[src/common/if_pkg.sv]
/* fetch stage shared definitions
   widths, selector encodings, fetch entry and CSR bundles, debug addresses */
package if_pkg;

  localparam int unsigned XLEN        = 32;
  localparam int unsigned IRQ_ID_W    = 5;
  // low bits cleared in boot and trap vector bases
  localparam int unsigned VEC_ALIGN_W = 8;
  localparam int unsigned INSTR_BYTES = 4;

  // debug module entry points
  localparam logic [XLEN-1:0] DM_HALT_ADDR = 32'h1A11_0800;
  localparam logic [XLEN-1:0] DM_EXC_ADDR  = 32'h1A11_0808;

  // next pc source
  typedef enum logic [2:0] {
    PC_BOOT = 3'd0,
    PC_JUMP = 3'd1,
    PC_EXC  = 3'd2,
    PC_ERET = 3'd3,
    PC_DRET = 3'd4
  } pc_sel_e;

  // exception target
  typedef enum logic [1:0] {
    EXC_PC_EXC     = 2'd0,
    EXC_PC_IRQ     = 2'd1,
    EXC_PC_DBD     = 2'd2,
    EXC_PC_DBG_EXC = 2'd3
  } exc_pc_sel_e;

  typedef struct packed {
    logic                irq;
    logic [IRQ_ID_W-1:0] irq_id;
  } exc_cause_t;

  // one fetched word as it moves from the bus to ID
  typedef struct packed {
    logic [XLEN-1:0] rdata;
    logic [XLEN-1:0] addr;
    logic            err;
  } fetch_entry_t;

  typedef struct packed {
    logic [XLEN-1:0] mtvec;
    logic [XLEN-1:0] mepc;
    logic [XLEN-1:0] depc;
  } csr_pc_t;

endpackage

[src/design/fetch_pc_mux.sv]
/* next fetch address select
   boot, jump, trap vectors, debug entry and returns, plus mtvec init on boot */
`timescale 1ns/1ps

module fetch_pc_mux #(
  parameter logic [if_pkg::XLEN-1:0] DmHaltAddr      = if_pkg::DM_HALT_ADDR,
  parameter logic [if_pkg::XLEN-1:0] DmExceptionAddr = if_pkg::DM_EXC_ADDR
) (
  input  logic [if_pkg::XLEN-1:0] boot_addr_i,
  input  if_pkg::pc_sel_e         pc_mux_i,
  input  if_pkg::exc_pc_sel_e     exc_pc_mux_i,
  input  if_pkg::exc_cause_t      exc_cause_i,
  input  logic [if_pkg::XLEN-1:0] branch_target_i,
  input  if_pkg::csr_pc_t         csr_i,
  input  logic                    pc_set_i,
  output logic [if_pkg::XLEN-1:0] fetch_addr_o,
  output logic                    csr_mtvec_init_o
);

  localparam int unsigned AW = if_pkg::XLEN;
  localparam int unsigned VW = if_pkg::VEC_ALIGN_W;

  logic [AW-1:0] boot_base;
  logic [AW-1:0] mtvec_base;
  logic [AW-1:0] irq_offset;
  logic [AW-1:0] exc_pc;
  logic [AW-1:0] next_pc;

  assign boot_base  = {boot_addr_i[AW-1:VW], {VW{1'b0}}};
  assign mtvec_base = {csr_i.mtvec[AW-1:VW], {VW{1'b0}}};
  // vectored mode: one word per interrupt line
  assign irq_offset = AW'(exc_cause_i.irq_id) * AW'(if_pkg::INSTR_BYTES);

  always_comb begin
    unique case (exc_pc_mux_i)
      if_pkg::EXC_PC_IRQ:     exc_pc = mtvec_base + irq_offset;
      if_pkg::EXC_PC_DBD:     exc_pc = DmHaltAddr;
      if_pkg::EXC_PC_DBG_EXC: exc_pc = DmExceptionAddr;
      default:                exc_pc = mtvec_base;
    endcase
  end

  always_comb begin
    unique case (pc_mux_i)
      if_pkg::PC_JUMP: next_pc = branch_target_i;
      if_pkg::PC_EXC:  next_pc = exc_pc;
      if_pkg::PC_ERET: next_pc = csr_i.mepc;
      if_pkg::PC_DRET: next_pc = csr_i.depc;
      default:         next_pc = boot_base;
    endcase
  end

  // word aligned fetch only
  assign fetch_addr_o = {next_pc[AW-1:2], 2'b00};

  assign csr_mtvec_init_o = pc_set_i & (pc_mux_i == if_pkg::PC_BOOT);

endmodule

[src/design/if_id_reg.sv]
/* IF-ID pipeline register
   holds the instruction for ID and checks that sequential PCs step by one word */
`timescale 1ns/1ps

module if_id_reg (
  input  logic                    clk_i,
  input  logic                    rst_ni,
  input  logic                    fetch_valid_i,
  input  if_pkg::fetch_entry_t    fetch_entry_i,
  input  logic                    id_in_ready_i,
  input  logic                    pc_set_i,
  input  logic                    instr_valid_clear_i,
  output logic                    fetch_ready_o,
  output logic                    instr_valid_id_o,
  output logic                    instr_new_id_o,
  output logic [if_pkg::XLEN-1:0] instr_rdata_id_o,
  output logic                    instr_fetch_err_o,
  output logic [if_pkg::XLEN-1:0] pc_id_o,
  output logic                    pc_mismatch_alert_o
);

  localparam int unsigned AW = if_pkg::XLEN;

  logic          xfer;
  logic          valid_d;
  logic          prev_seq_q;
  logic [AW-1:0] pc_expected;
  logic          pc_mismatch;

  assign fetch_ready_o = id_in_ready_i;
  assign xfer          = fetch_valid_i & id_in_ready_i;

  // an instruction taken with a redirect is stale, load it but keep it invalid
  assign valid_d = (xfer & ~pc_set_i) | (instr_valid_id_o & ~instr_valid_clear_i);

  assign pc_expected = pc_id_o + AW'(if_pkg::INSTR_BYTES);
  assign pc_mismatch = xfer & prev_seq_q & (fetch_entry_i.addr != pc_expected);

  always_ff @(posedge clk_i or negedge rst_ni) begin
    if (!rst_ni) begin
      instr_valid_id_o    <= 1'b0;
      instr_new_id_o      <= 1'b0;
      prev_seq_q          <= 1'b0;
      pc_mismatch_alert_o <= 1'b0;
    end else begin
      instr_valid_id_o    <= valid_d;
      instr_new_id_o      <= xfer;
      // any redirect breaks the chain until the next accepted word
      prev_seq_q          <= (prev_seq_q | xfer) & ~pc_set_i;
      pc_mismatch_alert_o <= pc_mismatch;
    end
  end

  always_ff @(posedge clk_i) begin
    if (xfer) begin
      instr_rdata_id_o  <= fetch_entry_i.rdata;
      instr_fetch_err_o <= fetch_entry_i.err;
      pc_id_o           <= fetch_entry_i.addr;
    end
  end

endmodule

[src/design/if_stage.sv]
/* instruction fetch stage top
   PC select, prefetch buffer and IF-ID register */
`timescale 1ns/1ps

module if_stage #(
  parameter logic [if_pkg::XLEN-1:0] DmHaltAddr      = if_pkg::DM_HALT_ADDR,
  parameter logic [if_pkg::XLEN-1:0] DmExceptionAddr = if_pkg::DM_EXC_ADDR,
  parameter int unsigned             FifoDepth       = 2
) (
  input  logic                    clk_i,
  input  logic                    rst_ni,
  input  logic [if_pkg::XLEN-1:0] boot_addr_i,
  input  logic                    req_i,
  // instruction bus
  output logic                    instr_req_o,
  output logic [if_pkg::XLEN-1:0] instr_addr_o,
  input  logic                    instr_gnt_i,
  input  logic                    instr_rvalid_i,
  input  logic [if_pkg::XLEN-1:0] instr_rdata_i,
  input  logic                    instr_err_i,
  // control from ID
  input  logic                    pc_set_i,
  input  if_pkg::pc_sel_e         pc_mux_i,
  input  if_pkg::exc_pc_sel_e     exc_pc_mux_i,
  input  if_pkg::exc_cause_t      exc_cause_i,
  input  logic [if_pkg::XLEN-1:0] branch_target_i,
  input  if_pkg::csr_pc_t         csr_i,
  input  logic                    id_in_ready_i,
  input  logic                    instr_valid_clear_i,
  output logic [if_pkg::XLEN-1:0] pc_if_o,
  output logic                    csr_mtvec_init_o,
  output logic                    if_busy_o,
  // to ID
  output logic                    instr_valid_id_o,
  output logic                    instr_new_id_o,
  output logic [if_pkg::XLEN-1:0] instr_rdata_id_o,
  output logic                    instr_fetch_err_o,
  output logic [if_pkg::XLEN-1:0] pc_id_o,
  output logic                    pc_mismatch_alert_o
);

  logic [if_pkg::XLEN-1:0] fetch_addr_n;
  logic                    fetch_valid;
  logic                    fetch_ready;
  if_pkg::fetch_entry_t    fetch_entry;

  fetch_pc_mux #(
    .DmHaltAddr      (DmHaltAddr),
    .DmExceptionAddr (DmExceptionAddr)
  ) u_pc_mux (
    .boot_addr_i      (boot_addr_i),
    .pc_mux_i         (pc_mux_i),
    .exc_pc_mux_i     (exc_pc_mux_i),
    .exc_cause_i      (exc_cause_i),
    .branch_target_i  (branch_target_i),
    .csr_i            (csr_i),
    .pc_set_i         (pc_set_i),
    .fetch_addr_o     (fetch_addr_n),
    .csr_mtvec_init_o (csr_mtvec_init_o)
  );

  prefetch_buffer #(
    .FifoDepth (FifoDepth)
  ) u_prefetch (
    .clk_i          (clk_i),
    .rst_ni         (rst_ni),
    .req_i          (req_i),
    .branch_i       (pc_set_i),
    .addr_i         (fetch_addr_n),
    .ready_i        (fetch_ready),
    .valid_o        (fetch_valid),
    .entry_o        (fetch_entry),
    .busy_o         (if_busy_o),
    .instr_req_o    (instr_req_o),
    .instr_addr_o   (instr_addr_o),
    .instr_gnt_i    (instr_gnt_i),
    .instr_rvalid_i (instr_rvalid_i),
    .instr_rdata_i  (instr_rdata_i),
    .instr_err_i    (instr_err_i)
  );

  assign pc_if_o = fetch_entry.addr;

  if_id_reg u_if_id (
    .clk_i               (clk_i),
    .rst_ni              (rst_ni),
    .fetch_valid_i       (fetch_valid),
    .fetch_entry_i       (fetch_entry),
    .id_in_ready_i       (id_in_ready_i),
    .pc_set_i            (pc_set_i),
    .instr_valid_clear_i (instr_valid_clear_i),
    .fetch_ready_o       (fetch_ready),
    .instr_valid_id_o    (instr_valid_id_o),
    .instr_new_id_o      (instr_new_id_o),
    .instr_rdata_id_o    (instr_rdata_id_o),
    .instr_fetch_err_o   (instr_fetch_err_o),
    .pc_id_o             (pc_id_o),
    .pc_mismatch_alert_o (pc_mismatch_alert_o)
  );

endmodule

[src/prefetch/prefetch_buffer.sv]
/* prefetch buffer
   instruction bus master, drops stale responses after a redirect, fills the FIFO */
`timescale 1ns/1ps

module prefetch_buffer #(
  parameter int unsigned FifoDepth = 2
) (
  input  logic                    clk_i,
  input  logic                    rst_ni,
  input  logic                    req_i,
  input  logic                    branch_i,
  input  logic [if_pkg::XLEN-1:0] addr_i,
  input  logic                    ready_i,
  output logic                    valid_o,
  output if_pkg::fetch_entry_t    entry_o,
  output logic                    busy_o,
  output logic                    instr_req_o,
  output logic [if_pkg::XLEN-1:0] instr_addr_o,
  input  logic                    instr_gnt_i,
  input  logic                    instr_rvalid_i,
  input  logic [if_pkg::XLEN-1:0] instr_rdata_i,
  input  logic                    instr_err_i
);

  localparam int unsigned AW   = if_pkg::XLEN;
  localparam int unsigned CntW = $clog2(FifoDepth + 1);
  localparam int unsigned PtrW = (FifoDepth > 1) ? $clog2(FifoDepth) : 1;
  localparam logic [PtrW-1:0] LastPtr = PtrW'(FifoDepth - 1);

  logic [AW-1:0]        aq_mem [FifoDepth];
  logic [PtrW-1:0]      aq_wr_q;
  logic [PtrW-1:0]      aq_rd_q;
  logic [CntW-1:0]      out_q;
  logic [CntW-1:0]      disc_q;
  logic [CntW-1:0]      disc_d;
  logic [CntW-1:0]      fifo_free;
  logic [CntW-1:0]      valid_out;
  logic [AW-1:0]        next_addr_q;
  logic [AW-1:0]        held_addr_q;
  logic [AW-1:0]        fresh_addr;
  logic                 hold_q;
  logic                 hold_disc_q;
  logic                 fresh;
  logic                 room;
  logic                 gnt;
  logic                 stale_gnt;
  logic                 rsp_keep;
  if_pkg::fetch_entry_t rsp_entry;

  // responses still expected for the current stream
  assign valid_out = out_q - disc_q;
  // a redirect empties the FIFO, so room is guaranteed
  assign room      = branch_i | (fifo_free > valid_out);

  assign fresh_addr   = branch_i ? addr_i : next_addr_q;
  assign fresh        = ~hold_q & req_i & room & (out_q < CntW'(FifoDepth));
  assign instr_req_o  = hold_q | fresh;
  assign instr_addr_o = hold_q ? held_addr_q : fresh_addr;
  assign gnt          = instr_req_o & instr_gnt_i;

  // a held request that was overtaken by a redirect is fetched and then dropped
  assign stale_gnt = gnt & hold_q & (hold_disc_q | branch_i);
  assign rsp_keep  = instr_rvalid_i & ~branch_i & (disc_q == '0);

  always_comb begin
    if (branch_i) begin
      disc_d = out_q - CntW'(instr_rvalid_i);
    end else if (instr_rvalid_i && (disc_q != '0)) begin
      disc_d = disc_q - 1'b1;
    end else begin
      disc_d = disc_q;
    end
    disc_d = disc_d + CntW'(stale_gnt);
  end

  always_ff @(posedge clk_i or negedge rst_ni) begin
    if (!rst_ni) begin
      out_q       <= '0;
      disc_q      <= '0;
      hold_q      <= 1'b0;
      hold_disc_q <= 1'b0;
      next_addr_q <= '0;
      aq_wr_q     <= '0;
      aq_rd_q     <= '0;
    end else begin
      out_q       <= out_q + CntW'(gnt) - CntW'(instr_rvalid_i);
      disc_q      <= disc_d;
      hold_q      <= instr_req_o & ~instr_gnt_i;
      hold_disc_q <= hold_q & ~instr_gnt_i & (hold_disc_q | branch_i);
      // step as soon as a new request goes out, it is held until granted
      next_addr_q <= fresh ? fresh_addr + AW'(if_pkg::INSTR_BYTES) : fresh_addr;
      if (gnt) begin
        aq_wr_q <= (aq_wr_q == LastPtr) ? '0 : aq_wr_q + 1'b1;
      end
      if (instr_rvalid_i) begin
        aq_rd_q <= (aq_rd_q == LastPtr) ? '0 : aq_rd_q + 1'b1;
      end
    end
  end

  always_ff @(posedge clk_i) begin
    if (fresh) begin
      held_addr_q <= fresh_addr;
    end
    if (gnt) begin
      aq_mem[aq_wr_q] <= instr_addr_o;
    end
  end

  assign rsp_entry = '{rdata: instr_rdata_i, addr: aq_mem[aq_rd_q], err: instr_err_i};

  prefetch_fifo #(
    .FifoDepth (FifoDepth)
  ) u_fifo (
    .clk_i       (clk_i),
    .rst_ni      (rst_ni),
    .clear_i     (branch_i),
    .in_valid_i  (rsp_keep),
    .in_entry_i  (rsp_entry),
    .out_ready_i (ready_i),
    .out_valid_o (valid_o),
    .out_entry_o (entry_o),
    .free_o      (fifo_free)
  );

  assign busy_o = hold_q | (out_q != '0);

  rvalid_needs_outstanding: assert property (@(posedge clk_i) disable iff (!rst_ni)
    instr_rvalid_i |-> (out_q != '0));

  // bus rule: request and address stay put until granted
  req_addr_stable: assert property (@(posedge clk_i) disable iff (!rst_ni)
    (instr_req_o && !instr_gnt_i) |=> (instr_req_o && $stable(instr_addr_o)));

endmodule

[src/prefetch/prefetch_fifo.sv]
/* prefetch FIFO
   circular buffer of fetched words with address and error flag */
`timescale 1ns/1ps

module prefetch_fifo #(
  parameter int unsigned FifoDepth = 2
) (
  input  logic                               clk_i,
  input  logic                               rst_ni,
  input  logic                               clear_i,
  input  logic                               in_valid_i,
  input  if_pkg::fetch_entry_t               in_entry_i,
  input  logic                               out_ready_i,
  output logic                               out_valid_o,
  output if_pkg::fetch_entry_t               out_entry_o,
  output logic [$clog2(FifoDepth + 1)-1:0]   free_o
);

  localparam int unsigned CntW = $clog2(FifoDepth + 1);
  localparam int unsigned PtrW = (FifoDepth > 1) ? $clog2(FifoDepth) : 1;
  localparam logic [PtrW-1:0] LastPtr = PtrW'(FifoDepth - 1);

  if_pkg::fetch_entry_t mem [FifoDepth];

  logic [PtrW-1:0] wr_ptr_q;
  logic [PtrW-1:0] rd_ptr_q;
  logic [CntW-1:0] cnt_q;
  logic            push;
  logic            pop;

  assign out_valid_o = (cnt_q != '0);
  assign out_entry_o = mem[rd_ptr_q];
  assign free_o      = CntW'(FifoDepth) - cnt_q;

  assign push = in_valid_i & ~clear_i;
  assign pop  = out_valid_o & out_ready_i & ~clear_i;

  always_ff @(posedge clk_i or negedge rst_ni) begin
    if (!rst_ni) begin
      wr_ptr_q <= '0;
      rd_ptr_q <= '0;
      cnt_q    <= '0;
    end else if (clear_i) begin
      wr_ptr_q <= '0;
      rd_ptr_q <= '0;
      cnt_q    <= '0;
    end else begin
      if (push) begin
        wr_ptr_q <= (wr_ptr_q == LastPtr) ? '0 : wr_ptr_q + 1'b1;
      end
      if (pop) begin
        rd_ptr_q <= (rd_ptr_q == LastPtr) ? '0 : rd_ptr_q + 1'b1;
      end
      cnt_q <= cnt_q + CntW'(push) - CntW'(pop);
    end
  end

  always_ff @(posedge clk_i) begin
    if (push) begin
      mem[wr_ptr_q] <= in_entry_i;
    end
  end

  // the issue rule upstream keeps a slot free for every expected response
  no_write_when_full: assert property (@(posedge clk_i) disable iff (!rst_ni)
    push |-> (cnt_q < CntW'(FifoDepth)));

endmodule

[config.mk]
export PLATFORM = sky130hd
export DESIGN_NAME = if_stage
export DESIGN_NICKNAME = d
export VERILOG_FILES = /design/src/common/if_pkg.sv /design/src/design/fetch_pc_mux.sv /design/src/design/if_id_reg.sv /design/src/design/if_stage.sv /design/src/prefetch/prefetch_buffer.sv /design/src/prefetch/prefetch_fifo.sv
export SDC_FILE = /design/constraint.sdc
export NUM_CORES = 1
export LEC_CHECK = 0
export BUFFER_PORTS_ARGS = -buffer_cell sky130_fd_sc_hd__buf_2
export CORE_MARGIN = 3
export CORE_UTILIZATION = 30
export CTS_BUF_LIST = sky130_fd_sc_hd__clkbuf_16
export DETAILED_ROUTE_END_ITERATION = 12
export GPL_TIMING_DRIVEN = 0
export HOLD_SLACK_MARGIN = 0.05
export PLACE_DENSITY = 0.63
export SETUP_SLACK_MARGIN = 0.1
export SLEW_MARGIN = 20
export SYNTH_ARGS = -nofsm -noshare
export SYNTH_HDL_FRONTEND = slang
export SYNTH_SLANG_ARGS = --single-unit
[constraint.sdc]
create_clock -name clk_i -period 5.2 [get_ports clk_i]
set_input_delay 1.04 -clock clk_i [delete_from_list [all_inputs] [get_ports clk_i]]
set_output_delay 1.04 -clock clk_i [all_outputs]
set_load 0.02 [all_outputs]
* Word level (Yosys, flattened, before mapping) *
Memories as Yosys holds them, arrays and structs flattened.
Index checks and enable logic that the tools add are counted.

operators by class
  $add $sub $neg = 16
  magnitude comparators = 2
  equality and inequality tests = 8
  mux-type cells = 20
  bitwise operators = 29
  reductions and logical operators = 8

operator list
  operator                                             number
  case mux 32 bit (4 select lines)                     1
  two-way mux 32 bit                                   3
  case mux 32 bit (3 select lines)                     1
  adder 32 x 3 -> 32 bit, second input constant        2
  adder 32 x 7 -> 32 bit                               1
  != test 32 bit                                       1
  AND 1 bit                                            19
  two-way mux 1 bit                                    12
  nonzero test 2 bit                                   5
  adder 2 x 1 -> 2 bit                                 3
  equality test 3 x 2 -> 1 bit, second input constant  2
  two-way mux 2 bit                                    3
  bitwise OR 1 bit                                     6
  subtractor 2 x 1 -> 2 bit                            3
  adder 1 bit, second input constant                   4
  equality test 2 bit, second input constant           2
  inverter 1 bit                                       4
  equality test 3 x 1 -> 1 bit, second input constant  1
  equality test 3 bit, second input constant           1
  zero test 3 bit                                      1
  equality test 2 x 1 -> 1 bit, second input constant  1
  > comparator 2 bit                                   1
  zero test 2 bit                                      1
  < comparator 2 bit, second input constant            1
  other kinds (4)                                      4

storage, ports and cells
  bits in registers = 145
  bits in writable memories = 194
  input port bits = 212
  output and inout bits = 135
  word-level logic and storage cells = 103
  memories kept = 2

memories
  memory                 words  width  read ports  clocked after Yosys merged registers in  write ports  RTL line               RTL
  u_prefetch.u_fifo.mem  2      65     1           0                                        1            prefetch_fifo.sv:23    if_pkg::fetch_entry_t mem [FifoDepth];
  u_prefetch.aq_mem      2      32     1           0                                        1            prefetch_buffer.sv:30  logic [AW-1:0] aq_mem [FifoDepth];

* Depth between registers and ports, before layout *
Gate-level depths: netlist of the first run.

  depth in word-level cells = 10
  gate-level depth with buffers = 14
  gate-level depth less buffers = 13

* By module *
From an unflattened synthesis of the first run, not the netlist that was laid out.

second synthesis, totals
  cell total of the unflattened synthesis = 1070
  area total of the unflattened synthesis = 16050.4 um^2

by module, submodules not included
  module           instances  cells each  area an instance (um^2)  sequential area each (um^2)
  prefetch_buffer  1          412         6187.2                   3883.7
  prefetch_fifo    1          229         5098.6                   4003.8
  if_id_reg        1          236         3206.8                   2052.0
  fetch_pc_mux     1          193         1557.7                   0.0

* Least setup slack after synthesis of the first run *
OpenSTA, ideal clock, no wires.

  path type = input-to-reg
  start point = input pc_set_i
  end point = memory u_prefetch.aq_mem[0][0] (netlist name), enable pin
  library setup time = 0.421 ns
  data arrival time = 5.237 ns
  required time = 4.779 ns
  slack = -0.458 ns
  stages = 7
  path buffers = 2
  path through = buf_2 inv_2 buf_2 a21oi_1 or2_2 nand2_1 nor2_1

on the way
  longest elaborated chain between the ends = 7

ends and longest elaborated chain
  element                                  RTL line                RTL
  start, declared                          if_stage.sv:22          input logic pc_set_i,
  bitwise OR 1 bit                         prefetch_buffer.sv:53   assign room = branch_i | (fifo_free > valid_out);
  AND 1 bit (2 in series)                  prefetch_buffer.sv:56   assign fresh = ~hold_q & req_i & room & (out_q < CntW'(FifoDepth));
  bitwise OR 1 bit                         prefetch_buffer.sv:57   assign instr_req_o = hold_q | fresh;
  net instr_req_o                          if_stage.sv:15          output logic instr_req_o,
  AND 1 bit                                prefetch_buffer.sv:59   assign gnt = instr_req_o & instr_gnt_i;
  two-way mux 1 bit                        prefetch_buffer.sv:105  if (gnt) begin
  two-way mux 1 bit (implied by the code)  prefetch_buffer.sv:106  aq_mem[aq_wr_q] <= instr_addr_o;
  end, declared                            prefetch_buffer.sv:30

The timed path passes the listed nets, and every way through them passes these cells.

* Worst setup path in the final report of the first run *
  start point = input pc_set_i
  end point = output instr_addr_o[12] (netlist name)

on the way
  longest elaborated chain between the ends = 2

ends and longest elaborated chain
  element             RTL line               RTL
  two-way mux 32 bit  prefetch_buffer.sv:55  assign fresh_addr = branch_i ? addr_i : next_addr_q;
  two-way mux 32 bit  prefetch_buffer.sv:58  assign instr_addr_o = hold_q ? held_addr_q : fresh_addr;
  end, declared       if_stage.sv:16         output logic [if_pkg::XLEN-1:0] instr_addr_o,

No other way between the ends.

==> impl_results.md, run 1 <==
* Run status: finished, final reports clean
* Endpoint class of the critical path: output port
* Core region area at 51700 um^2
* Final Hold Viols at 0
* Post-layout util at 38.3%
* Share of synthesized area spent on multiplexers at 10.8%
* Deepest clock path buffer count at 3
* Rel. slew slack at 43.0%
* Initial Utilization at 30.6%
* Peak supply drop at 226 uV
* Element type at the critical path start: input port
* Synth cell count leaders: sky130_fd_sc_hd__edfxtp_1, sky130_fd_sc_hd__mux2_2, sky130_fd_sc_hd__nand2_1, sky130_fd_sc_hd__nor2_1, sky130_fd_sc_hd__dfrtp_1
* Critical path cell sequence: buf_2, clkbuf_1, clkbuf_2, clkdlybuf4s15_2, o21ai_0, o21ai_0, buf_2
* Top-count cell post-synth: sky130_fd_sc_hd__edfxtp_1
* DRT iter0 DRCs at 570
* PD cells at 457 nW/um^2
* Transition time of the tightest slew-check pin at 0.847 ns
* Global Route Usage Sum at 15.9%
* Area of the multi-input gates at 5250 um^2
* Net total in the final layout at 1728
* Share of the yosys chip area belonging to registers at 62.8%
* Max Clock Freq at 0.214 GHz
* Vias post-DR at 10700
* Clock network fraction of design power at 29.7%
* TritonCTS clock tree: built
* Net Sw Power at 2.87 mW
* RSZ-0062 raised after global routing: false
* Critical Path Fanout Max at 16
* DRC violations left at 0
* Combinational family with the most area after synthesis: multiplexers
* Portion of synthesized cell area occupied by the leading cell type at 55.2%
* Global-route wire length before repair at 67.4 mm
* Number of clock sinks at 339
* Adder-cell share of the synthesized area at 0.949%
* Clock transition at the register clock pins on the worst setup and hold paths after CTS at 0.06 ns
* Share of the synthesized area in compound gates (AO/OA/AOI/OAI) at 7.47%
* Remaining number of nets flagged by the antenna check after routing at 0
* Dominant register cell in the synthesized netlist: sky130_fd_sc_hd__edfxtp_1
* Internal at 6.17 mW
* Synthesized net count at 1359
* WL/cell at 20.2 um
* Later-pin clock latency in the skew report at 0.55 ns
* Leakage power at 7.53 nW
* Pins over their slew limit at 0
* Crit path largest cell delay at 0.49 ns
* Top-level port count at 347
* Area growth from synthesis to final layout at 25.1%
* FF/Latch Area at 9940 um^2
* 1st-pass router iterations at 5
* Comb pwr share at 29.0%
* Die Width at 236 um
* Total detailed-routing wirelength at 44.7 mm
* Number of input and output port buffers inserted at 320
* Number of enable flip-flop cells after synthesis at 291
* Syn Inst Count at 1135
* Deepest level of the CTS H-tree at 2
* Post-layout min period at 4.67 ns
* Biggest area contributors in the synthesized netlist: sky130_fd_sc_hd__edfxtp_1, sky130_fd_sc_hd__mux2_2, sky130_fd_sc_hd__dfrtp_1
* Arr. time, crit path at 3.63 ns
* Total of max-cap violations at 0
* Vias per std cell at 4.82
* Post-detail-place hpwl at 34.6 mm
* Count of cell types in the netlist at 89
* Worst clock skew at 0.0186 ns
* Fraction of final layout cells sized beyond drive strength 1 at 40.0%
* Number of core rows at 83
* Req. time, crit path at 4.16 ns
* Tcrit/Tclk final at 89.9%
* Root buf cell: sky130_fd_sc_hd__clkbuf_16
* Number of antenna violations at the first check in global routing at 4
* Crit Path Class: in -> out
* Cell type with the largest total area after synthesis: sky130_fd_sc_hd__edfxtp_1
* Number of global-route vias before repair at 11000
* Switching part of the total power at 31.7%
* Number of buffers inserted during clock tree synthesis at 39
* Area of the mapped netlist at 15800 um^2
* Maximum number of pins on one net before global-route repair at 49
* Post-synthesis share of cell area spent on and, or, nand and nor gates at 9.17%
* Synth warnings at 0
* Final GP Congestion at 0.882
* Share of async-settable or async-resettable flops after synthesis at 14.2%
* Count of fill cells added during filler insertion at 5008
* Setup-failing EPs final at 0
* Synthesized-area fraction occupied by xor and xnor cells at 4.54%
* Worst min path class: in -> async
* Average size of a mapped cell at 13.9 um^2
* Worst hold margin at 0.507 ns
* Cell with the largest stage delay on the worst path: sky130_fd_sc_hd__clkdlybuf4s15_2
* Flops & latches, synth at 339
* Sequential Power Share at 41.3%
* Residual overflow from global routing at 0
* Area of the die at 55500 um^2
* Die H at 236 um
## kinds of logic after synthesis
kind of cell | after synthesis
flip-flops | 339
adder cells (fa/ha/maj) | 12
XOR/XNOR | 77
buffers and inverters | 128
multiplexers | 155
AND/OR/NAND/NOR | 263
AO/OA/AOI/OAI | 161
## cells in the final DEF, fill, tap and decap left out, types with 9 or more instances in the layout
master	synthesis	layout
sky130_fd_sc_hd__buf_2	17	336
sky130_fd_sc_hd__edfxtp_1	291	291
sky130_fd_sc_hd__mux2_2	123	123
sky130_fd_sc_hd__nand2_1	63	63
sky130_fd_sc_hd__nor2_1	61	58
sky130_fd_sc_hd__dfrtp_1	48	48
sky130_fd_sc_hd__inv_1	41	46
sky130_fd_sc_hd__xnor2_1	45	45
sky130_fd_sc_hd__buf_4	42	43
sky130_fd_sc_hd__clkbuf_16	0	39
sky130_fd_sc_hd__o21ai_0	31	31
sky130_fd_sc_hd__mux2i_1	30	30
sky130_fd_sc_hd__xor2_1	29	29
sky130_fd_sc_hd__a21oi_1	29	28
sky130_fd_sc_hd__nand3_1	21	21
sky130_fd_sc_hd__nand4_1	16	16
sky130_fd_sc_hd__clkbuf_1	16	15
sky130_fd_sc_hd__a31oi_1	12	12
sky130_fd_sc_hd__ha_1	12	12
sky130_fd_sc_hd__nor3_1	11	11
sky130_fd_sc_hd__nor2b_1	10	10
sky130_fd_sc_hd__nor3b_1	11	10
sky130_fd_sc_hd__nand3b_1	9	9
sky130_fd_sc_hd__o211ai_1	9	9
## power groups by stage
stage / Clock, mW / Combinational [mW] / Sequential [mW]
final: 2.68 / 2.62 / 3.73
after detailed placement: 0 / 2.67 / 3.79
after global placement: 0 / 2.52 / 3.81
after global routing: 2.88 / 2.87 / 3.77
after CTS: 2.77 / 2.69 / 3.73
after floorplan: 0 / 1.57 / 3.86
## worst max-delay path, delay by kind of cell
family | cells | cell delay [ns]
buffers and inverters | 5 | 1.91
AO/OA/AOI/OAI | 2 | 0.66
## final cells by class
class                      count  area share (%)
clock buffer                  39            4.93
inverter                      43           0.828
multi-input combinational    668            26.5
buffer                        84            2.62
sequential                   339            50.2
clock inverter                31            1.44
antenna                        3          0.0379
timing repair buffer         329            9.09
tap                          680            4.30
## path summary, 6_finish.rpt
| kind | start | to | slack, ns | depth (start not counted) |
|---|---|---|---|---|
| setup / recovery | pc_set_i | instr_addr_o[12] | 0.53 | 7 |
| hold / removal | rst_ni | u_if_id.instr_new_id_o$_DFF_PN0_ | 0.51 | 1 |
| setup reg to reg | u_prefetch.disc_q[0]$_DFF_PN0_ | u_prefetch.next_addr_q[30]$_DFF_PN0_ | 1.75 | 13 |
| hold reg to reg | u_if_id.prev_seq_q$_DFF_PN0_ | u_if_id.prev_seq_q$_DFF_PN0_ | 0.51 | 2 |
| max in group asynchronous | rst_ni | u_prefetch.next_addr_q[6]$_DFF_PN0_ | 4.18 | 1 |
| min in group clk_i | u_if_id.prev_seq_q$_DFF_PN0_ | u_if_id.prev_seq_q$_DFF_PN0_ | 0.51 | 2 |
## what timing repair did
action                                  in CTS  in global routing
resized for setup                            2                  2
cloned                                       0                  0
setup buffers                                0                  0
hold buffers                                 0                  0
endpoints found under the setup margin       3                  1
## state kept, by name, indices dropped and copies added, names as in the netlist
signal                       cells
u_prefetch.next_addr_q          32
u_prefetch.held_addr_q          32
u_prefetch.disc_q                2
u_if_id.instr_valid_id_o         1
u_prefetch.aq_rd_q               1
u_prefetch.hold_q                1
u_if_id.instr_rdata_id_o        32
u_prefetch.out_q                 2
u_if_id.instr_fetch_err_o        1
u_if_id.instr_new_id_o           1
u_prefetch.aq_mem               64
u_prefetch.u_fifo.wr_ptr_q       1
u_if_id.prev_seq_q               1
u_if_id.pc_mismatch_alert_o      1
u_prefetch.aq_wr_q               1
u_prefetch.u_fifo.cnt_q          2
u_prefetch.u_fifo.mem          130
u_prefetch.u_fifo.rd_ptr_q       1
u_if_id.pc_id_o                 32
u_prefetch.hold_disc_q           1
## per-stage QoR
step                      cells  total power, mW  instance area [um^2]  setup slack, ns  setup TNS (ns)
final                      2216             9.04                 19800            0.526               0
after global routing       2215             9.52                 19800            0.288               0
after global placement     2135             6.32                 18300            -2.84         -417.33
after floorplan            1135             5.43                 15800           0.0319               0
after CTS                  2213             9.19                 19800            0.297               0
after detailed placement   2144             6.46                 18500           -0.390          -0.774
## routing by layer
| layer | wire length (um) | GRT usage, % | vias to the layer above |
|---|---|---|---|
| met5 | 0 | 0 | - |
| met3 | 3070 | 3.71 | 78 |
| met1 | 18900 | 20.0 | 5160 |
| li1 | - | - | 4987 |
| met4 | 1500 | 5.62 | 0 |
| met2 | 21200 | 26.7 | 455 |
Power figures use the tool's default switching activity.
==> inputs of run 2 (changes only) <==
Settings changed: PLACE_DENSITY 0.63 to 0.61, SYNTH_HIERARCHICAL set to 1.
Clock period 5.2 ns to 4.4 ns, I/O delays scaled along.
==> impl_results.md, run 2 <==
* Arr. time, crit path at 3.25 ns (was 3.63 ns)
* Synth warnings at 6 (was 0)
* Top-level port count at 347 (unchanged)
* Total detailed-routing wirelength at 45.7 mm (was 44.7 mm)
* Flops & latches, synth at 339 (unchanged)
* DRC violations left at 0 (unchanged)
* Die Width at 237 um (was 236 um)
* 1st-pass router iterations at 4 (was 5)
* Share of async-settable or async-resettable flops after synthesis at 14.2% (unchanged)
* Initial Utilization at 30.4% (was 30.6%)
* Global Route Usage Sum at 15.9% (about the same)
* Number of clock sinks at 339 (unchanged)
* TritonCTS clock tree: built (unchanged)
* Final Hold Viols at 0 (unchanged)
* Worst hold margin at 0.403 ns (was 0.507 ns)
* Dominant register cell in the synthesized netlist: sky130_fd_sc_hd__edfxtp_1 (unchanged)
* Number of core rows at 84 (was 83)
* GRT Max-Usage Layer: met2 (unchanged)
* Number of global-route vias before repair at 11000 (about the same)
* Root buf cell: sky130_fd_sc_hd__clkbuf_16 (unchanged)
* Share of the yosys chip area belonging to registers at 61.9% (was 62.8%)
* Deepest level of the CTS H-tree at 2 (unchanged)
* Number of input and output port buffers inserted at 323 (was 320)
* Vias per std cell at 4.88 (was 4.82)
* Tcrit/Tclk final at 93.9%
* Core region area at 52800 um^2 (was 51700 um^2)
* Met2 Track Usage GR at 27.8% (was 26.7%)
* Pins over their slew limit at 0 (unchanged)
* Total of max-cap violations at 0 (unchanged)
* Leakage power at 7.51 nW (was 7.53 nW)
* Deepest clock path buffer count at 3 (unchanged)
* Rel. slew slack at 47.5% (was 43.0%)
* Worst setup timing slack at the placement stage at 0.0852 ns (was -0.390 ns)
* Post-layout min period at 4.13 ns
* Syn Inst Count at 1070 (was 1135)
* Clock transition at the register clock pins on the worst setup and hold paths after CTS at 0.05 ns (was 0.06 ns)
* DRT iter0 DRCs at 526 (was 570)
* Area of the mapped netlist at 16100 um^2 (was 15800 um^2)
* Worst Slack Setup Final at 0.270 ns (was 0.526 ns)
* Post-layout util at 37.7% (was 38.3%)
* Critical Path Fanout Max at 10 (was 16)
* Fraction of final layout cells sized beyond drive strength 1 at 42.2% (was 40.0%)
* Average size of a mapped cell at 15.0 um^2 (was 13.9 um^2)
* Transition time of the tightest slew-check pin at 0.779 ns (was 0.847 ns)
* Crit Path Class: in -> out (unchanged)
* PD cells at 480 nW/um^2 (was 457 nW/um^2)
* Biggest register: u_prefetch/u_fifo/mem (was u_prefetch.u_fifo.mem)
* Setup-failing EPs final at 0 (unchanged)
* Peak supply drop at 231 uV (was 226 uV)
* Net total in the final layout at 1666 (was 1728)
* Global-route wire length before repair at 68.2 mm (was 67.4 mm)
* Post-detail-place hpwl at 35.7 mm (was 34.6 mm)
* Worst clock skew at 0.0174 ns (was 0.0186 ns)
* Endpoint class of the critical path: output port (unchanged)
* Biggest area contributors in the synthesized netlist: sky130_fd_sc_hd__edfxtp_1, sky130_fd_sc_hd__mux2_2, sky130_fd_sc_hd__dfrtp_1 (unchanged)
* Count of fill cells added during filler insertion at 5041 (was 5008)
* Final GP Congestion at 0.911 (was 0.882)
* Number of flip-flops under the largest register name at 130 (unchanged)
* Area of the die at 56300 um^2 (was 55500 um^2)
* Count of cell types in the netlist at 82 (was 89)
* Fraction of met3 tracks used by global routing at 4.06% (was 3.71%)
* Top Registers: u_prefetch/u_fifo/mem x130, u_prefetch/aq_mem x64 (was u_prefetch.u_fifo.mem x130, u_prefetch.aq_mem x64)
* Synth cell count leaders: sky130_fd_sc_hd__edfxtp_1, sky130_fd_sc_hd__mux2_2, sky130_fd_sc_hd__nand2_1, sky130_fd_sc_hd__xnor2_1, sky130_fd_sc_hd__dfrtp_1 (was sky130_fd_sc_hd__edfxtp_1, sky130_fd_sc_hd__mux2_2, sky130_fd_sc_hd__nand2_1, sky130_fd_sc_hd__nor2_1, sky130_fd_sc_hd__dfrtp_1)
* Top-count cell post-synth: sky130_fd_sc_hd__edfxtp_1 (unchanged)
* WL/cell at 21.2 um (was 20.2 um)
* Run status: finished, final reports clean (unchanged)
* Maximum number of pins on one net before global-route repair at 53 (was 49)
* Reg2reg path depth at 11 (was 13)
* Area growth from synthesis to final layout at 24.0% (was 25.1%)
* Element type at the critical path start: input port (unchanged)
* Post-CTS Setup Repair Bufs at 0 (unchanged)
* Req. time, crit path at 3.52 ns (was 4.16 ns)
* Number of enable flip-flop cells after synthesis at 291 (unchanged)
* Cell type with the largest total area after synthesis: sky130_fd_sc_hd__edfxtp_1 (unchanged)
* Residual overflow from global routing at 0 (unchanged)
* Worst min path class: in -> async (unchanged)
* Number of antenna violations at the first check in global routing at 5 (was 4)
* Die H at 237 um (was 236 um)
* Number of buffers inserted during clock tree synthesis at 37 (was 39)
* Max Clock Freq at 0.242 GHz
* Portion of synthesized cell area occupied by the leading cell type at 54.4% (was 55.2%)
* Met1 Resource Use GR at 18.7% (was 20.0%)
* RSZ-0062 raised after global routing: false (unchanged)
* Post-route total power at 9.55 mW (was 9.04 mW)
* Vias post-DR at 10500 (was 10700)
* Most common library cell in the layout ignoring fill and taps: sky130_fd_sc_hd__buf_2 (unchanged)
* Most frequent cells in the layout: sky130_fd_sc_hd__buf_2, sky130_fd_sc_hd__edfxtp_1, sky130_fd_sc_hd__mux2_2, sky130_fd_sc_hd__nand2_1, sky130_fd_sc_hd__xnor2_1 (was sky130_fd_sc_hd__buf_2, sky130_fd_sc_hd__edfxtp_1, sky130_fd_sc_hd__mux2_2, sky130_fd_sc_hd__nand2_1, sky130_fd_sc_hd__nor2_1)
* Later-pin clock latency in the skew report at 0.52 ns (was 0.55 ns)
* Remaining number of nets flagged by the antenna check after routing at 0 (unchanged)
## run 2: changes by cell type after synthesis, sizes merged, moves of 20 or more
cell,change
buf,-24
mux2,+28
or4b,+35
o21ai,-25
nor2,-25
o2111ai,+20
## run 2: routing by layer
layer  vias to the layer above  wire length (um)
li1                       4878                 -
met1                      5142             18000
met2                       421             22600
met3                        90              3330
met4                         4              1780
met5                         -                21
## run 2: timing repair
item                                    4_1_cts  5_1_grt
resized for setup                             1        4
endpoints found under the setup margin        1        3
cloned                                        0        0
hold buffers                                  0        0
## run 2: stage by stage
stage / area [um^2] / instances / setup TNS (ns)
finish: 19900 / 2160 / 0
global route: 19900 / 2160 / 0
CTS: 19900 / 2158 / 0
detailed placement: 18800 / 2091 / 0
global placement: 18500 / 2082 / -476.14
floorplan: 16100 / 1071 / -92.90
## run 2: power by group
group          switching, mW  total, mW  internal, mW
registers              0.136       4.24          4.11
clock network           1.22       2.88          1.66
logic                   1.48       2.43         0.948
## run 2: worst max-delay path, stage by stage
cell and delay (ns):
sky130_fd_sc_hd__buf_2 0.23, sky130_fd_sc_hd__buf_6 0.20, sky130_fd_sc_hd__nor2_2 0.07, sky130_fd_sc_hd__xnor2_2 0.27
sky130_fd_sc_hd__buf_2 0.32, sky130_fd_sc_hd__a2bb2oi_1 0.51, sky130_fd_sc_hd__mux2_2 0.32, sky130_fd_sc_hd__mux2_2 0.24
sky130_fd_sc_hd__buf_2 0.20
## run 2: cells by family after synthesis
logic type                 synth area share, %
xor gates and xnor gates                  4.63
and+or+nand+nor                           10.8
other                                   0.0234
muxes                                     12.4
adders and majority gates                0.935
DFF                                       61.9
AOI/OAI and AO/OA                         6.21
buffers and inverters                     3.10
## run 2: path summary, 6_finish.rpt
kind                                                               to                          start  slack, ns
worst max-delay path                                 instr_addr_o[12]                    pc_mux_i[0]       0.27
worst min-delay path                   u_prefetch/disc_q[0]$_DFF_PN0_                         rst_ni       0.40
worst max register to register     u_prefetch/aq_mem[1][27]$_DFFE_PP_  u_prefetch/out_q[0]$_DFF_PN0_       1.00
worst min register to register           u_if_id/prev_seq_q$_DFF_PN0_   u_if_id/prev_seq_q$_DFF_PN0_       0.50
max in group asynchronous       u_if_id/pc_mismatch_alert_o$_DFF_PN0_                         rst_ni       3.51
min in group clk_i                       u_if_id/prev_seq_q$_DFF_PN0_   u_if_id/prev_seq_q$_DFF_PN0_       0.50
## run 2: cell type report
type / count / area, um^2 / share of cell area (%)
antenna: 2 / 5.00 / 0.0251
buffer: 56 / 387 / 1.94
clock buffer: 37 / 926 / 4.65
clock inverter: 30 / 201 / 1.01
inverter: 31 / 119 / 0.597
multi-input combinational: 645 / 5640 / 28.3
sequential: 339 / 9940 / 49.9
tap: 688 / 861 / 4.33
timing repair buffer: 332 / 1820 / 9.15
==> inputs of run 3 (changes only) <==
Settings changed: CORE_UTILIZATION 30 to 33, PLACE_DENSITY 0.61 to 0.65.
==> impl_results.md, run 3 (synthesis gave the netlist of run 2 again) <==
* Element type at the critical path start: input port (unchanged)
* Total Neg Setup Slack at 0 ns (unchanged)
* Worst min path class: in -> async (unchanged)
* Core region area at 47800 um^2 (was 52800 um^2)
* Top Family by Delay on Critical Path: buffers and inverters (unchanged)
* Arr. time, crit path at 3.19 ns (was 3.25 ns)
* Number of flip-flops under the largest register name at 130 (unchanged)
* DRT iter0 DRCs at 424 (was 526)
* Post-layout min period at 4.07 ns (was 4.13 ns)
* Initial Utilization at 33.5% (was 30.4%)
* Critical path cell sequence: buf_2, buf_6, buf_6, buf_6, buf_2, clkbuf_1, a21o_1, mux2_2, buf_2 (was buf_2, buf_6, nor2_2, xnor2_2, buf_2, a2bb2oi_1, mux2_2, mux2_2, buf_2)
* Run status: finished, final reports clean (unchanged)
* Worst setup timing slack at the placement stage at 0.145 ns (was 0.0852 ns)
* Number of core rows at 80 (was 84)
* Final antenna diode count at 0 (was 2)
* Top-level port count at 347 (unchanged)
* Number of buffers inserted during clock tree synthesis at 38 (was 37)
* Deepest clock path buffer count at 3 (unchanged)
* Post-detail-place hpwl at 34.3 mm (was 35.7 mm)
* Root buf cell: sky130_fd_sc_hd__clkbuf_16 (unchanged)
* Biggest register: u_prefetch/u_fifo/mem (unchanged)
* Post-layout util at 41.4% (was 37.7%)
* Area growth from synthesis to final layout at 23.4% (was 24.0%)
* Net total in the final layout at 1665 (was 1666)
* Number of input and output port buffers inserted at 323 (unchanged)
* Vias per std cell at 4.94 (was 4.88)
* 1st-pass router iterations at 4 (unchanged)
* Die Width at 227 um (was 237 um)
* CP bufs+invs at 7 (was 4)
* Worst Slack Setup Final at 0.326 ns (was 0.270 ns)
* Crit Path Class: in -> out (unchanged)
* Pins over their slew limit at 0 (unchanged)
* Final Hold Viols at 0 (unchanged)
* TritonCTS clock tree: built (unchanged)
* Top Registers: u_prefetch/u_fifo/mem x130, u_prefetch/aq_mem x64 (unchanged)
* Transition time of the tightest slew-check pin at 0.937 ns (was 0.779 ns)
* Deepest level of the CTS H-tree at 2 (unchanged)
* Crit path largest cell delay at 0.53 ns (was 0.51 ns)
* RSZ-0062 raised after global routing: false (unchanged)
* Global Route Usage Sum at 16.9% (was 15.9%)
* PD cells at 486 nW/um^2 (was 480 nW/um^2)
* Remaining number of nets flagged by the antenna check after routing at 0 (unchanged)
* Endpoint class of the critical path: output port (unchanged)
* Critical Path Fanout Max at 10 (unchanged)
* Count of fill cells added during filler insertion at 4444 (was 5041)
* Maximum number of pins on one net before global-route repair at 55 (was 53)
* WL/cell at 21.1 um (was 21.2 um)
* Fraction of final layout cells sized beyond drive strength 1 at 41.6% (was 42.2%)
* Setup-failing EPs final at 0 (unchanged)
* Final standard cell area without fillers at 19800 um^2 (was 19900 um^2)
* Most frequent cells in the layout: sky130_fd_sc_hd__buf_2, sky130_fd_sc_hd__edfxtp_1, sky130_fd_sc_hd__mux2_2, sky130_fd_sc_hd__nand2_1, sky130_fd_sc_hd__xnor2_1 (unchanged)
* Clock transition at the register clock pins on the worst setup and hold paths after CTS at 0.05 ns (about the same)
* Vias post-DR at 10300 (was 10500)
* DRC violations left at 0 (unchanged)
* Cell with the largest stage delay on the worst path: sky130_fd_sc_hd__clkbuf_1 (was sky130_fd_sc_hd__a2bb2oi_1)
* Peak supply drop at 206 uV (was 231 uV)
* Later-pin clock latency in the skew report at 0.52 ns (about the same)
* Area of the multi-input gates at 5640 um^2 (unchanged)
* Area of the die at 51300 um^2 (was 56300 um^2)
* Residual overflow from global routing at 0 (unchanged)
* Rel. slew slack at 37.4% (was 47.5%)
* Number of clock sinks at 339 (unchanged)
* FF/Latch Area at 9940 um^2 (unchanged)
* Die H at 227 um (was 237 um)
* Final GP Congestion at 0.925 (was 0.911)
* Tcrit/Tclk final at 92.6% (was 93.9%)
* Total detailed-routing wirelength at 43.9 mm (was 45.7 mm)
* Number of antenna violations at the first check in global routing at 0 (was 5)
* Worst hold margin at 0.422 ns (was 0.403 ns)
* Number of global-route vias before repair at 10900 (was 11000)
* Global-route wire length before repair at 66.0 mm (was 68.2 mm)
* Total of max-cap violations at 0 (unchanged)
* Most common library cell in the layout ignoring fill and taps: sky130_fd_sc_hd__buf_2 (unchanged)
* Instance area at placement at 18600 um^2 (was 18800 um^2)
* Worst clock skew at 0.0137 ns (was 0.0174 ns)
* Leakage power at 7.52 nW (was 7.51 nW)
* Req. time, crit path at 3.52 ns (about the same)
* Max Clock Freq at 0.245 GHz (was 0.242 GHz)
==> run 3: cell types whose count changed in the layout (fill, tap and decap cells not counted) <==
cell	before	now
sky130_fd_sc_hd__inv_6	3	1
sky130_fd_sc_hd__clkinv_2	11	6
sky130_fd_sc_hd__buf_16	3	1
sky130_fd_sc_hd__clkbuf_2	2	1
sky130_fd_sc_hd__clkinvlp_4	2	0
sky130_fd_sc_hd__diode_2	2	0
sky130_fd_sc_hd__clkbuf_1	9	10
sky130_fd_sc_hd__bufinv_16	2	3
sky130_fd_sc_hd__clkbuf_16	37	39
sky130_fd_sc_hd__inv_1	37	39
sky130_fd_sc_hd__clkinv_1	5	11
==> run 3: cell type report <==
type / count / share of cell area, %
Clock inverter: 30 / 1.03
Multi-Input combinational cell: 645 / 28.5
Inverter: 31 / 0.600
Tap cell: 615 / 3.89
Buffer: 56 / 1.95
Timing Repair Buffer: 330 / 8.92
Clock buffer: 39 / 4.93
Sequential cell: 339 / 50.2
==> run 3: path summary, 6_finish.rpt <==
path / from / end / slack (ns) / cells after the start
worst min-delay path: rst_ni / u_prefetch/disc_q[1]$_DFF_PN0_ / 0.42 / 1
worst max-delay path: pc_set_i / instr_addr_o[13] / 0.33 / 9
min in group clk_i: u_if_id/prev_seq_q$_DFF_PN0_ / u_if_id/prev_seq_q$_DFF_PN0_ / 0.50 / 2
worst min register to register: u_if_id/prev_seq_q$_DFF_PN0_ / u_if_id/prev_seq_q$_DFF_PN0_ / 0.50 / 2
max in group asynchronous: rst_ni / u_if_id/pc_mismatch_alert_o$_DFF_PN0_ / 3.47 / 1
worst max register to register: u_prefetch/u_fifo/rd_ptr_q$_DFFE_PN0P_ / u_if_id/pc_mismatch_alert_o$_DFF_PN0_ / 0.95 / 9
==> run 3: what timing repair did <==
| item | CTS | global route |
|---|---|---|
| hold buffers | 0 | 0 |
| gates cloned | 0 | 0 |
| endpoints found under the setup margin | 1 | 2 |
| resized for setup | 1 | 2 |
| pin swaps | 0 | 0 |
| setup buffers | 0 | 0 |
==> run 3: per-stage QoR <==
stage | power (mW) | std cells
floorplan | 5.85 | 1071
global placement | 6.68 | 2009
detailed placement | 6.76 | 2016
CTS | 9.79 | 2085
global route | 10.1 | 2085
finish | 9.61 | 2085
==> run 3: routing by layer <==
metal | track usage [%] | routed length [um]
met4 | 5.38 | 1360
met2 | 30.3 | 22000
met5 | 0 | 0
met1 | 20.4 | 18100
met3 | 3.40 | 2510
==> run 3: where the power goes <==
part / internal, mW / total [mW] / leakage [nW] / switching [mW]
logic: 0.944 / 2.40 / 3.67 / 1.46
clock network: 1.77 / 2.96 / 0.616 / 1.19
registers: 4.11 / 4.25 / 3.23 / 0.139
